File: src/mac_config.svh
// widths and depths shared by the MAC engine
// the multiplier datapath is built for 8-bit operands only
// queue depth must be a power of two

`ifndef MAC_CONFIG_SVH
`define MAC_CONFIG_SVH

// operand width, feature and weight
`define MAC_DATA_W 8

// accumulator and running sum width
`define MAC_ACC_W 28

`define MAC_FRAC_SHIFT 6   // bias shift, also low bit of the output byte

`define MAC_IN_DEPTH 4     // input queue entries, sender credits after reset

`define MAC_OUT_CREDITS 2  // receiver credits assumed after reset

`endif

File: src/mac_pkg.sv
// shared types of the MAC engine
// widths come from mac_config.svh

`default_nettype none

`include "mac_config.svh"

package mac_pkg;

  typedef logic signed [`MAC_DATA_W-1:0]   data_t;  // feature, weight or bias
  typedef logic signed [2*`MAC_DATA_W-1:0] prod_t;
  typedef logic signed [`MAC_ACC_W-1:0]    acc_t;

  // unsigned output byte, always 0..127
  typedef logic [`MAC_DATA_W-1:0] mac_result_t;

  // one input item as sent by the stream source
  typedef struct packed {
    data_t feature;
    data_t weight;
    logic  first;   // clears the accumulator
    logic  last;    // closes the group
    data_t bias;    // only used with last
  } mac_item_t;

  // item control that rides along the multiplier pipeline
  typedef struct packed {
    logic  valid;
    logic  first;
    logic  last;
    data_t bias;
  } mac_tag_t;

endpackage

`default_nettype wire

File: src/cla_adder.sv
// carry-lookahead adder from 4-bit groups, WIDTH must be a multiple of 4
// carry-in is fixed at zero, carry-out is discarded

`default_nettype none

module cla_adder #(
  parameter int WIDTH = 28
) (
  input  wire  [WIDTH-1:0] a,
  input  wire  [WIDTH-1:0] b,
  output logic [WIDTH-1:0] sum
);

  localparam int NG = WIDTH / 4;

  logic [WIDTH-1:0] p, g;
  logic [WIDTH-1:0] bc;      // carry into each bit
  logic [NG-1:0]    gp, gg;  // group propagate / generate
  logic [NG:0]      gc;      // carry into each group

  assign p     = a ^ b;
  assign g     = a & b;
  assign gc[0] = 1'b0;

  for (genvar k = 0; k < NG; k++) begin : g_grp
    localparam int L = 4 * k;

    assign gp[k] = &p[L+3:L];
    assign gg[k] = g[L+3] | (g[L+2] & p[L+3]) | (g[L+1] & p[L+2] & p[L+3])
                 | (g[L] & p[L+1] & p[L+2] & p[L+3]);

    assign gc[k+1] = gg[k] | (gp[k] & gc[k]);  // group lookahead unit

    // ripple inside the group
    assign bc[L]   = gc[k];
    assign bc[L+1] = g[L]   | (p[L]   & bc[L]);
    assign bc[L+2] = g[L+1] | (p[L+1] & bc[L+1]);
    assign bc[L+3] = g[L+2] | (p[L+2] & bc[L+2]);
  end

  assign sum = p ^ bc;

endmodule

`default_nettype wire

File: src/signed_mult_pipe.sv
// 8x8 signed multiplier, eight enabled stages from item to product
// works on magnitudes and restores the sign in the last stage

`default_nettype none

module signed_mult_pipe (
  input  wire                    clk,
  input  wire                    rstn,
  input  wire                    enable,
  input  wire mac_pkg::mac_item_t item,
  input  wire                    item_valid,
  output mac_pkg::prod_t         prod,
  output mac_pkg::mac_tag_t      tag
);

  logic [7:0]  a_mag, b_mag;
  logic        sign;
  logic [7:0]  pp_q   [8];  // gated partial products
  logic [5:0]  lsb2   [4];
  logic [5:0]  lsb2_q [4];
  logic [2:0]  hia2_q [4];
  logic [3:0]  hib2_q [4];
  logic [4:0]  msb3   [4];
  logic [9:0]  s3_q   [4];
  logic [7:0]  lsb4   [2];
  logic [7:0]  lsb4_q [2];
  logic [2:0]  hia4_q [2];
  logic [4:0]  hib4_q [2];
  logic [4:0]  msb5   [2];
  logic [11:0] s5_q   [2];
  logic [9:0]  lsb6, lsb6_q;
  logic [2:0]  hia6_q;
  logic [6:0]  hib6_q, msb7;
  logic [15:0] mag_q;       // unsigned product
  logic [6:0]  sign_q;      // sign for stages 1..7
  mac_pkg::prod_t    prod_q;
  mac_pkg::mac_tag_t tag_q [8];

  // -128 maps to 128, which still fits 8 unsigned bits
  assign a_mag = item.feature[7] ? ~item.feature + 8'd1 : item.feature;
  assign b_mag = item.weight[7]  ? ~item.weight + 8'd1  : item.weight;
  assign sign  = item.feature[7] ^ item.weight[7];

  //////////////////////////////////////////////////
  // reduction tree, each level split low / high
  //////////////////////////////////////////////////
  always_comb begin
    for (int j = 0; j < 4; j++) begin
      lsb2[j] = 6'(pp_q[2*j][4:0]) + 6'({pp_q[2*j+1][3:0], 1'b0});
      msb3[j] = 5'(hia2_q[j]) + 5'(hib2_q[j]) + 5'(lsb2_q[j][5]);
    end
    for (int k = 0; k < 2; k++) begin
      lsb4[k] = 8'(s3_q[2*k][6:0]) + 8'({s3_q[2*k+1][4:0], 2'b00});
      msb5[k] = 5'(hia4_q[k]) + hib4_q[k] + 5'(lsb4_q[k][7]);
    end
    lsb6 = 10'(s5_q[0][8:0]) + 10'({s5_q[1][4:0], 4'b0000});
    msb7 = 7'(hia6_q) + hib6_q + 7'(lsb6_q[9]);
  end

  always_ff @(posedge clk) begin
    if (enable) begin
      for (int i = 0; i < 8; i++) begin
        pp_q[i] <= b_mag[i] ? a_mag : 8'h00;   // stage 1
      end
      for (int j = 0; j < 4; j++) begin
        lsb2_q[j] <= lsb2[j];                  // stage 2
        hia2_q[j] <= pp_q[2*j][7:5];
        hib2_q[j] <= pp_q[2*j+1][7:4];
        s3_q[j]   <= {msb3[j], lsb2_q[j][4:0]};  // stage 3
      end
      for (int k = 0; k < 2; k++) begin
        lsb4_q[k] <= lsb4[k];                  // stage 4
        hia4_q[k] <= s3_q[2*k][9:7];
        hib4_q[k] <= s3_q[2*k+1][9:5];
        s5_q[k]   <= {msb5[k], lsb4_q[k][6:0]};  // stage 5
      end
      lsb6_q <= lsb6;                          // stage 6
      hia6_q <= s5_q[0][11:9];
      hib6_q <= s5_q[1][11:5];
      mag_q  <= {msb7, lsb6_q[8:0]};           // stage 7
      sign_q <= {sign_q[5:0], sign};
      prod_q <= sign_q[6] ? ~mag_q + 16'd1 : mag_q;  // stage 8
    end
  end

  // tag travels beside the data, only valid is cleared
  always_ff @(posedge clk) begin
    if (!rstn) begin
      for (int i = 0; i < 8; i++) begin
        tag_q[i].valid <= 1'b0;
      end
    end else if (enable) begin
      tag_q[0] <= '{valid: item_valid, first: item.first, last: item.last, bias: item.bias};
      for (int i = 1; i < 8; i++) begin
        tag_q[i] <= tag_q[i-1];
      end
    end
  end

  assign prod = prod_q;
  assign tag  = tag_q[7];

endmodule

`default_nettype wire

File: src/mac_accumulator.sv
// running sum of products, restarted by first, reported on last
// bubbles in the pipeline leave the sum untouched

`default_nettype none

`include "mac_config.svh"

module mac_accumulator (
  input  wire                    clk,
  input  wire                    rstn,
  input  wire                    enable,
  input  wire mac_pkg::prod_t    prod,
  input  wire mac_pkg::mac_tag_t tag,
  output mac_pkg::acc_t          sum,
  output logic                   sum_valid,
  output mac_pkg::data_t         sum_bias
);

  mac_pkg::acc_t prod_ext, addend, next_sum;
  mac_pkg::acc_t sum_q;
  mac_pkg::data_t bias_q;
  logic          sum_valid_q;

  assign prod_ext = mac_pkg::acc_t'(prod);        // sign extend
  assign addend   = tag.first ? '0 : sum_q;

  cla_adder #(.WIDTH(`MAC_ACC_W)) u_acc_add (
    .a   (prod_ext),
    .b   (addend),
    .sum (next_sum)
  );

  always_ff @(posedge clk) begin
    if (!rstn) begin
      sum_valid_q <= 1'b0;
    end else if (enable) begin
      sum_valid_q <= tag.valid & tag.last;
    end
  end

  always_ff @(posedge clk) begin
    if (enable && tag.valid) begin
      sum_q  <= next_sum;
      bias_q <= tag.bias;
    end
  end

  assign sum       = sum_q;
  assign sum_valid = sum_valid_q;
  assign sum_bias  = bias_q;

endmodule

`default_nettype wire

File: src/requantizer.sv
// adds the bias in the sum's fixed point, then clamps to 0..127
// purely combinational

`default_nettype none

`include "mac_config.svh"

module requantizer (
  input  wire mac_pkg::acc_t  sum,
  input  wire mac_pkg::data_t bias,
  output mac_pkg::mac_result_t result
);

  localparam int SAT_LO = `MAC_FRAC_SHIFT + `MAC_DATA_W - 1;   // first overflow bit
  localparam int EXT_W  = `MAC_ACC_W - `MAC_DATA_W - `MAC_FRAC_SHIFT;
  localparam mac_pkg::mac_result_t RES_MAX = {1'b0, {(`MAC_DATA_W-1){1'b1}}};

  mac_pkg::acc_t bias_ext;
  mac_pkg::acc_t total;

  assign bias_ext = {{EXT_W{bias[`MAC_DATA_W-1]}}, bias, {`MAC_FRAC_SHIFT{1'b0}}};

  cla_adder #(.WIDTH(`MAC_ACC_W)) u_bias_add (
    .a   (sum),
    .b   (bias_ext),
    .sum (total)
  );

  always_comb begin
    if (total[`MAC_ACC_W-1]) begin
      result = '0;                                  // negative
    end else if (|total[`MAC_ACC_W-2:SAT_LO]) begin
      result = RES_MAX;                             // too large
    end else begin
      result = {1'b0, total[SAT_LO-1:`MAC_FRAC_SHIFT]};
    end
  end

endmodule

`default_nettype wire

File: src/credit_rx_buffer.sv
// input item queue, sender may only push while it holds a credit
// a push into a full queue is a sender error and is not guarded

`default_nettype none

`include "mac_config.svh"

module credit_rx_buffer (
  input  wire                     clk,
  input  wire                     rstn,
  input  wire                     in_valid,
  input  wire mac_pkg::mac_item_t in_item,
  input  wire                     enable,
  output mac_pkg::mac_item_t      head,
  output logic                    head_valid,
  output logic                    in_credit
);

  localparam int DEPTH = `MAC_IN_DEPTH;
  localparam int AW    = $clog2(DEPTH);

  typedef logic [AW-1:0] ptr_t;
  typedef logic [AW:0]   cnt_t;

  mac_pkg::mac_item_t mem [DEPTH];
  ptr_t wr_ptr, rd_ptr;
  cnt_t count;
  logic pop;
  logic credit_q;

  assign pop = enable && (count != '0);   // head taken by the multiplier

  always_ff @(posedge clk) begin
    if (in_valid) begin
      mem[wr_ptr] <= in_item;
    end
  end

  always_ff @(posedge clk) begin
    if (!rstn) begin
      wr_ptr   <= '0;
      rd_ptr   <= '0;
      count    <= '0;
      credit_q <= 1'b0;
    end else begin
      credit_q <= pop;                    // credit back one cycle after the pop
      if (in_valid) wr_ptr <= wr_ptr + ptr_t'(1);
      if (pop) rd_ptr <= rd_ptr + ptr_t'(1);
      case ({in_valid, pop})
        2'b10:   count <= count + cnt_t'(1);
        2'b01:   count <= count - cnt_t'(1);
        default: count <= count;
      endcase
    end
  end

  assign head       = mem[rd_ptr];
  assign head_valid = (count != '0);
  assign in_credit  = credit_q;

endmodule

`default_nettype wire

File: src/credit_tx_port.sv
// one-entry result holder with receiver credit count
// receiver must never return more credits than it was granted

`default_nettype none

`include "mac_config.svh"

module credit_tx_port (
  input  wire                       clk,
  input  wire                       rstn,
  input  wire                       sum_valid,
  input  wire mac_pkg::mac_result_t result,
  input  wire                       res_credit,
  output logic                      res_valid,
  output mac_pkg::mac_result_t      res_data,
  output logic                      enable
);

  localparam int CW = $clog2(`MAC_OUT_CREDITS + 1) + 1;

  typedef logic [CW-1:0] credit_t;

  credit_t              credits;
  logic                 hold_full;
  mac_pkg::mac_result_t hold_data;
  logic                 send, load;

  assign send   = hold_full && (credits != '0);
  assign enable = !hold_full || (credits != '0);   // stall only when stuck
  assign load   = sum_valid && enable;

  always_ff @(posedge clk) begin
    if (!rstn) begin
      hold_full <= 1'b0;
      credits   <= credit_t'(`MAC_OUT_CREDITS);
    end else begin
      if (load) hold_full <= 1'b1;
      else if (send) hold_full <= 1'b0;
      case ({res_credit, send})
        2'b10:   credits <= credits + credit_t'(1);
        2'b01:   credits <= credits - credit_t'(1);
        default: credits <= credits;
      endcase
    end
  end

  always_ff @(posedge clk) begin
    if (load) hold_data <= result;
  end

  assign res_valid = send;
  assign res_data  = hold_data;

endmodule

`default_nettype wire

File: src/conv_mac_top.sv
// stream MAC engine with credit flow control on both sides
// result appears 10 cycles after the last item leaves the queue, more on stalls

`default_nettype none

module conv_mac_top (
  input  wire                       clk,
  input  wire                       rstn,
  input  wire                       in_valid,
  input  wire mac_pkg::mac_item_t   in_item,
  output logic                      in_credit,
  output logic                      res_valid,
  output mac_pkg::mac_result_t      res_data,
  input  wire                       res_credit
);

  mac_pkg::mac_item_t   head;
  logic                 head_valid;
  logic                 enable;       // pipeline-wide stall, low freezes everything
  mac_pkg::prod_t       prod;
  mac_pkg::mac_tag_t    tag;
  mac_pkg::acc_t        sum;
  logic                 sum_valid;
  mac_pkg::data_t       sum_bias;
  mac_pkg::mac_result_t result;

  credit_rx_buffer u_rx (
    .clk, .rstn, .in_valid, .in_item, .enable,
    .head, .head_valid, .in_credit
  );

  signed_mult_pipe u_mult (
    .clk, .rstn, .enable,
    .item (head), .item_valid (head_valid), .prod, .tag
  );

  mac_accumulator u_acc (
    .clk, .rstn, .enable, .prod, .tag,
    .sum, .sum_valid, .sum_bias
  );

  requantizer u_rq (.sum, .bias (sum_bias), .result);

  credit_tx_port u_tx (
    .clk, .rstn, .sum_valid, .result, .res_credit,
    .res_valid, .res_data, .enable
  );

endmodule

`default_nettype wire

File: config.mk
export PLATFORM = sky130hd
export DESIGN_NAME = conv_mac_top
export DESIGN_NICKNAME = d
export VERILOG_FILES = /design/src/mac_pkg.sv /design/src/cla_adder.sv /design/src/signed_mult_pipe.sv /design/src/mac_accumulator.sv /design/src/requantizer.sv /design/src/credit_rx_buffer.sv /design/src/credit_tx_port.sv /design/src/conv_mac_top.sv
export VERILOG_INCLUDE_DIRS = /design/src
export SDC_FILE = /design/constraint.sdc
export NUM_CORES = 1
export LEC_CHECK = 0
export ABC_CLOCK_PERIOD_IN_PS = 16500
export BUFFER_PORTS_ARGS = -buffer_cell sky130_fd_sc_hd__buf_2
export CORE_MARGIN = 10
export CORE_UTILIZATION = 45
export DETAILED_ROUTE_END_ITERATION = 8
export GPL_TIMING_DRIVEN = 1
export PLACE_DENSITY_LB_ADDON = 0.3
export SETUP_SLACK_MARGIN = 0.05
export SLEW_MARGIN = 20
export SYNTH_ARGS = -nofsm -noshare
export SYNTH_HDL_FRONTEND = slang
export SYNTH_SLANG_ARGS = --single-unit
File: constraint.sdc
create_clock -name clk -period 16.5 [get_ports clk]
set_input_delay 0 -clock clk [delete_from_list [all_inputs] [get_ports clk]]
set_output_delay 0 -clock clk [all_outputs]
set_load 0.01 [all_outputs]
==> results.md, run 1 <==
- Outcome: finished clean
- Longest Clk Path Bufs: 3
- Cts hold-fix bufs: 30
- Total GRT Usage: 11.2%
- Clock power share: 29.1%
- Hold WC Path Type: in2reg
- CP Data Arrival Time: 4820 ps
- Global-route wire length before repair: 51.7 mm
- Number of I/O port buffers: 38
- Post-CTS Setup Inserts: 0
- Via density: 4.86
- Number of max-cap violations: 0
- Max Slew Vio Count: 0
- Post-synthesis async set-or-reset flop share: 0%
- Die area: 57,200 sq um
- Final min period: 4460 ps
- Max VDD drop: 98.3 uV
- Top cells by area, synth: edfxtp_1 70%, ha_1 5.6%, fa_1 5.5%, mux4_2 2.6%, xnor2_1 2.1%
- Initial drt markers: 458
- Final non-filler cell total: 2,039
- Setup-failing EPs final: 0
- Skew final: 29.4 ps
- Clock Sinks: 521
- Setup TNS: 0 ps
- Synth Instances: 1,258
- Combinational Power Share: 20.5%
- Number of global-route vias before repair: 10,490
- Worst Path Max Fanout: 7
- Largest net degree at the start of global routing: 154
- Drt drc: 0
- Resized Gates After CTS: 0
- Layout cells sized above 1: 12.6%
- CTS Root Cell: clkbuf_16
- Skew-Pair Late Insertion Delay: 600 ps
- Sequential area share after synthesis: 71.4%
- Final Util: 51.8%
- Routed Antenna Nets: 0
- Critical path class: reg2reg
- Core Footprint: 47,600 sq um
- Die Span Y: 239 um
- Period utilisation layout: 27.1%
- CTS tree: built
- Synth top cells by count: 501 x edfxtp_1, 106 x inv_1, 96 x ha_1
- Vias: 9,913
- RSZ-0062 raised after global routing: false
- Synthesis warning total: 0
- Setup crit start kind: register
- Initial cell density of the core: 45.4%
- CTS buffer count: 53
- Remaining Overflow, GRT: 0
- Synth top area share: 69.6%
- Number of synthesized flops with an enable pin: 501
- Detail Placement HPWL: 19.9 mm
- Cell Area, Synth: 21,600 sq um
- Internal: 2930 uW
- I/O pins: 40
- Crit. End Element: register
- Initial antenna violation count: 0
- Slew HR: 30.8%
- Commonest register cell after synthesis: edfxtp_1
- Placer congestion estimate: 0.770
- Clock-pin slew on the worst setup and hold paths: 60 ps
- Net Switching: 1090 uW
- Post-synth cell types: 50
- Final nets: 1,565
- Synthesized area per cell: 17.2 sq um
- Area Overhead vs Synth: 14.1%
- Most frequent cell after synthesis: edfxtp_1
- Synth area leader: edfxtp_1
- WL/cell: 15.1 um
- Sw Share: 27.0%
- Final WL: 30.9 mm
- TritonRoute pass-1 iters: 6
- Post-Syn Nets: 1,443
- Htree depth: 2
- Die X: 239 um
- Row count: 80
- Pwr Density: 163 nW/um^2
- Pleak: 0.00967 uW
- FF+latch count, synth: 521
- Setup ws final: 12,040 ps
- Seq pwr share: 50.5%
- ANT cells: 0
- Placed instance count: 1,909
- Fmax: 224 MHz
- Data required, critical path: 16,860 ps
- Worst-Margin Slew: 1040 ps
- DP Worst Slack: 11,690 ps
- Final hold violation count: 0
[kinds of logic (layout without fill, tap and decap cells)]
group | Yosys count | in the layout | share of synthesized area (%)
AO/OA/AOI/OAI | 126 | 126 | 3.73
XOR/XNOR | 82 | 82 | 3.55
adder cells (fa/ha/maj) | 155 | 155 | 11.0
buffers and inverters | 121 | 287 | 2.20
flip-flops | 521 | 521 | 71.4
multiplexers | 35 | 35 | 3.08
other | 1 | 1 | 0.0173
AND/OR/NAND/NOR | 217 | 217 | 4.97
[power by group through the flow]
stage                     sequential [uW]  clock (uW)  combinational, uW
final                                2030        1170                823
after global placement               2040           0                803
after detailed placement             2060           0                832
after global routing                 2060        1260                955
after CTS                            2030        1200                844
after floorplan                      2010           0                633
[worst max-delay path: stages (launching register included)]
cell and delay [ps]:
edfxtp_1 390, ha_1 220, fa_1 380, a21o_1 170
a21oi_1 180, o21ai_0 120, a221oi_1 450, o21ai_0 190
fa_1 410, fa_1 400, fa_1 390, xor2_1 170
nor4_1 230, nand3_1 260, o21a_1 260
[area by class of cell]
type | count | area [sq um]
repair buffers | 80 | 588
multi-input cells | 616 | 5720
well taps | 615 | 769
fillers | 3858 | 23000
clock buffers | 66 | 1410
clock inverters | 33 | 328
inverters | 108 | 413
flip-flops and latches | 521 | 15400
[through the flow]
step / area (sq um) / hold slack [ps] / total power [uW]
after floorplan: 21600 / 98.9 / 2640
final: 24700 / 155 / 4020
after CTS: 24700 / 117 / 4080
after global routing: 24700 / 151 / 4270
after detailed placement: 22600 / 216 / 2890
after global placement: 22600 / 211 / 2850
[registers in the layout, summed over array words and instances, names as in the netlist, 3 cells and up, named ones only]
name and flops:
u_rx.mem 104, u_mult.tag_q 88, u_mult.pp_q 64, u_mult.s3_q 40, u_acc.sum 28, u_mult.lsb2_q 24, u_mult.s5_q 24, u_mult.hib2_q 16
u_mult.lsb4_q 16, u_mult.mag_q 16, u_mult.prod 16, u_mult.hia2_q 12, u_mult.hib4_q 10, u_mult.lsb6_q 10, u_acc.sum_bias 8, u_mult.hib6_q 7
u_mult.sign_q 7, u_tx.res_data 7, u_mult.hia4_q 6, u_mult.hia6_q 3, u_rx.count 3, u_tx.credits 3
[placed cells by master (no fill, tap or decap), types with 3 or more instances in the layout]
| cell type | count |
|---|---|
| a21boi_0 | 9 |
| a21o_1 | 31 |
| a21oi_1 | 40 |
| and2_1 | 13 |
| buf_2 | 38 |
| buf_4 | 11 |
| bufinv_16 | 4 |
| clkbuf_1 | 10 |
| clkbuf_16 | 53 |
| clkbuf_8 | 3 |
| clkinv_1 | 6 |
| clkinv_2 | 13 |
| clkinv_4 | 3 |
| clkinvlp_4 | 6 |
| dfxtp_1 | 19 |
| dlygate4sd3_1 | 30 |
| edfxtp_1 | 501 |
| fa_1 | 59 |
| ha_1 | 96 |
| inv_1 | 105 |
| mux2_2 | 3 |
| mux2i_1 | 7 |
| mux4_2 | 25 |
| nand2_1 | 26 |
| nand2b_1 | 9 |
| nand3_1 | 5 |
| nand4_1 | 6 |
| nor2_1 | 88 |
| nor2b_1 | 44 |
| nor3_1 | 5 |
| nor4_1 | 4 |
| o21a_1 | 11 |
| o21ai_0 | 21 |
| o21bai_1 | 3 |
| or2_2 | 3 |
| or3_1 | 4 |
| xnor2_1 | 51 |
| xnor2_2 | 3 |
| xor2_1 | 26 |
[routing by layer]
metal | GRT usage (%) | wire, um
met4 | 4.34 | 848
met1 | 13.6 | 13200
met2 | 19.0 | 15700
met5 | 0 | 0
met3 | 2.55 | 1120
[final timing paths]
path | from | endpoint | slack (ps) | cells past startpoint
min reg2reg | u_mult.tag_q[1][0] | u_mult.tag_q[1][11] | 410 | 0
max | u_acc.sum[6] | u_tx.res_data[4] | 12040 | 14
min | in_item[2] | u_rx.mem[2][2] | 160 | 2
max reg2reg | u_acc.sum[6] | u_tx.res_data[4] | 12040 | 14
Note: power is estimated with default switching activity, not from simulation.
==> inputs of run 2 (changes only) <==
- ABC_AREA: default -> 1
- ABC_CLOCK_PERIOD_IN_PS: 16500 -> 3700
- clock period: 16.5 -> 3.7 ns (I/O delays scaled with it)
==> run 2 against run 1 <==
  * Via count grew 12%
  * Hold slack worse by 41 ps
  * First-iteration DRC count is 35% higher
  * Total power increased to 4.7 times the previous value
  * Sequential cell count stayed put
  * Sequential share of layout area fell by 1.4 points
  * Sequential power grew to 4.5 times the previous value
  * Clock skew is 27 ps higher
  * Global-route usage rose by 0.85 points
  * Area after synthesis is 1.3% higher
  * The run now ends with negative setup slack left
  * Critical path depth up 3
  * Final cell count is 13% higher
==> results.md, run 2 <==
- Largest net degree at the start of global routing: 165
- Worst R2R Start: u_acc.sum[6]
- Pleak: 0.0103 uW
- I/O pins: 40
- Crit. End Element: register
- Top cells by area, synth: edfxtp_1 69%, ha_1 5.5%, fa_1 5.4%, inv_1 3.0%, nand2_1 2.9%
- Most flop-heavy register: u_rx.mem
- Slew HR: 41.2%
- Period utilisation layout: 102%
- Layout fillers: 3,843
- Initial antenna violation count: 0
- Die Span Y: 241 um
- Commonest register cell after synthesis: edfxtp_1
- Remaining Overflow, GRT: 0
- Cell Area, Synth: 21,900 sq um
- Pwr Density: 756 nW/um^2
- Total GRT Usage: 12.0%
- Setup ws final: -57.5 ps
- Number of global-route vias before repair: 11,439
- CTS tree: built
- Critical path class: reg2reg
- Fmax: 266 MHz
- CTS Root Cell: clkbuf_16
- Row count: 80
- Data required, critical path: 4050 ps
- Max Slew Vio Count: 0
- CP Data Arrival Time: 4110 ps
- Hold Crit Depth: 2
- Post-synth cell types: 45
- Final Util: 52.6%
- Hold Startpoint: in_item[17]
- Drt drc: 0
- Power Total: 19,100 uW
- Failing checks: negative setup slack
- Die X: 241 um
- Longest Clk Path Bufs: 3
- Synthesis warning total: 0
- Hold WC Path Type: in2reg
- Global-route wire length before repair: 56.5 mm
- Layout cells sized above 1: 14.4%
- R2R Setup Slk: -60 ps
- Most frequent standard cell in the layout excluding fill and tap cells: edfxtp_1
- Initial drt markers: 620
- TritonRoute pass-1 iters: 5
- FF-to-FF End: u_tx.res_data[0]
- Worst Path Max Fanout: 5
- Clock Sinks: 521
- ANT cells: 0
- Max VDD drop: 486 uV
- Via density: 4.84
- WL/cell: 14.5 um
- Number of max-cap violations: 0
- CTS buffer count: 52
- Placer congestion estimate: 0.788
- FF+latch count, synth: 521
- Outcome: complete, but fails checks
- Synth area leader: edfxtp_1
- Synth top area share: 68.7%
- Synth top cells by count: 501 x edfxtp_1, 177 x inv_1, 172 x nand2_1
- Setup-failing EPs final: 7
- Htree depth: 2
- Die area: 57,900 sq um
- RSZ-0062 raised after global routing: true
- Final hold violation count: 0
- Reg2reg path depth: 17
- Area of placed instances: 23,000 sq um
- Detail Placement HPWL: 21.2 mm
- Clock-pin slew on the worst setup and hold paths: 60 ps
- Area Overhead vs Synth: 15.3%
- Vias: 11,152
- Skew-Pair Late Insertion Delay: 630 ps
- Sequential area share after synthesis: 70.5%
- Synthesized area per cell: 14.6 sq um
- Final nets: 1,831
- Max FFs per register: 104
- Hold EP: u_rx.mem[0][17]
- Final WL: 33.5 mm
- Most frequent cell after synthesis: edfxtp_1
- Commonest non-fill, non-tap cells in the layout: 501 x edfxtp_1, 170 x inv_1, 159 x nand2_1, 152 x nor2_1, 93 x ha_1
- Hold Slack: 115 ps
- Initial cell density of the core: 45.7%
- Biggest regs: u_rx.mem (104), u_mult.tag_q (88), u_mult.pp_q (64)
- Post-synthesis async set-or-reset flop share: 0%
- Synth Instances: 1,503
- Number of I/O port buffers: 38
- Number of synthesized flops with an enable pin: 501
- Worst-Margin Slew: 882 ps
- Final min period: 3760 ps
- Core Footprint: 47,900 sq um
- Post-Syn Nets: 1,688
- Finished layout cell area: 25,200 sq um
- Skew final: 56.6 ps
- Setup crit start kind: register
- Routed Antenna Nets: 0
[run 2: changes by cell type in the layout (fill, tap and decap cells not counted), moves of 16 or more]
cell and delta:
inv_1 +65, mux4_2 -25, xor2_1 +16, a21o_1 -27
nand2_2 +19, xnor2_1 -31, buf_4 +24, nor2b_1 -44
nand3_1 +45, nor2_1 +64, o21ai_0 +23, nand2_1 +133
[run 2: per-layer routing]
layer / vias up / GRT usage [%] / wire (um)
li1: 5507 / - / -
met1: 5422 / 14.1 / 13800
met2: 159 / 21.3 / 17500
met3: 64 / 2.89 / 1320
met4: 0 / 4.16 / 886
met5: - / 0 / 0
[run 2: kinds of logic (layout without fill, tap and decap cells)]
group / Yosys count / after routing / synth area share (%)
XOR/XNOR: 72 / 72 / 3.24
other: 1 / 1 / 0.0171
adder cells (fa/ha/maj): 155 / 155 / 10.9
AND/OR/NAND/NOR: 418 / 418 / 8.13
AO/OA/AOI/OAI: 133 / 133 / 3.39
flip-flops: 521 / 521 / 70.5
buffers and inverters: 203 / 390 / 3.81
[run 2: worst max-delay path by stage]
stage	cells after the start	end	startpoint	slack (ps)
2_1_floorplan	4	u_mult.tag_q[0][0]	u_tx.credits[1]	-9000
3_3_place_gp	17	u_tx.res_data[5]	u_acc.sum[6]	-130
3_5_place_dp	17	u_tx.res_data[2]	u_acc.sum[6]	-280
4_1_cts	17	u_tx.res_data[0]	u_acc.sum[6]	-110
5_1_grt	17	u_tx.res_data[2]	u_acc.sum[6]	-280
6_report	17	u_tx.res_data[0]	u_acc.sum[6]	-60
[run 2: worst max-delay path, stage by stage, from the launching register on]
cell      delay (ps)
edfxtp_1         410
ha_2             200
fa_2             340
nand4_1          100
nand4_1          120
nand3b_1         110
nand2_1           80
nand2_1           90
nand2_2           70
nand2_1           70
nand2_1           60
fa_2             340
fa_2             340
fa_1             460
nor4_2           320
nand3_2          210
nor2_1           140
nor2_1            50
[run 2: area by class of cell]
class	count	area [sq um]	share of cell area (%)
clock inverters	31	332	1.31
flip-flops and latches	521	15400	61.2
repair buffers	112	882	3.50
multi-input cells	779	5760	22.8
clock buffers	67	1370	5.42
inverters	180	681	2.70
well taps	615	769	3.05
[run 2: power breakdown]
| group | switching, uW | leakage, uW | internal (uW) |
|---|---|---|---|
| registers | 575 | 0.00542 | 8590 |
| logic | 2960 | 0.00410 | 1790 |
| clock network | 2220 | 0.000822 | 2920 |
[run 2: through the flow]
step / setup slack [ps] / setup TNS (ps) / cells
4_1_cts: -105 / -571 / 2302
2_1_floorplan: -9000 / -3161670 / 1503
6_report: -57.5 / -318 / 2305
5_1_grt: -275 / -2050 / 2305
3_5_place_dp: -280 / -1940 / 2172
3_3_place_gp: -131 / -817 / 2172
[run 2: repair_timing]
action | 4_1_cts | 5_1_grt
gates cloned | 1 | 0
setup buffers | 0 | 3
hold buffers | 31 | 0
setup endpoints to repair | 9 | 12
pin swaps | 8 | 17
gates resized for setup | 25 | 23
endpoints found under the hold margin | 127 | 0
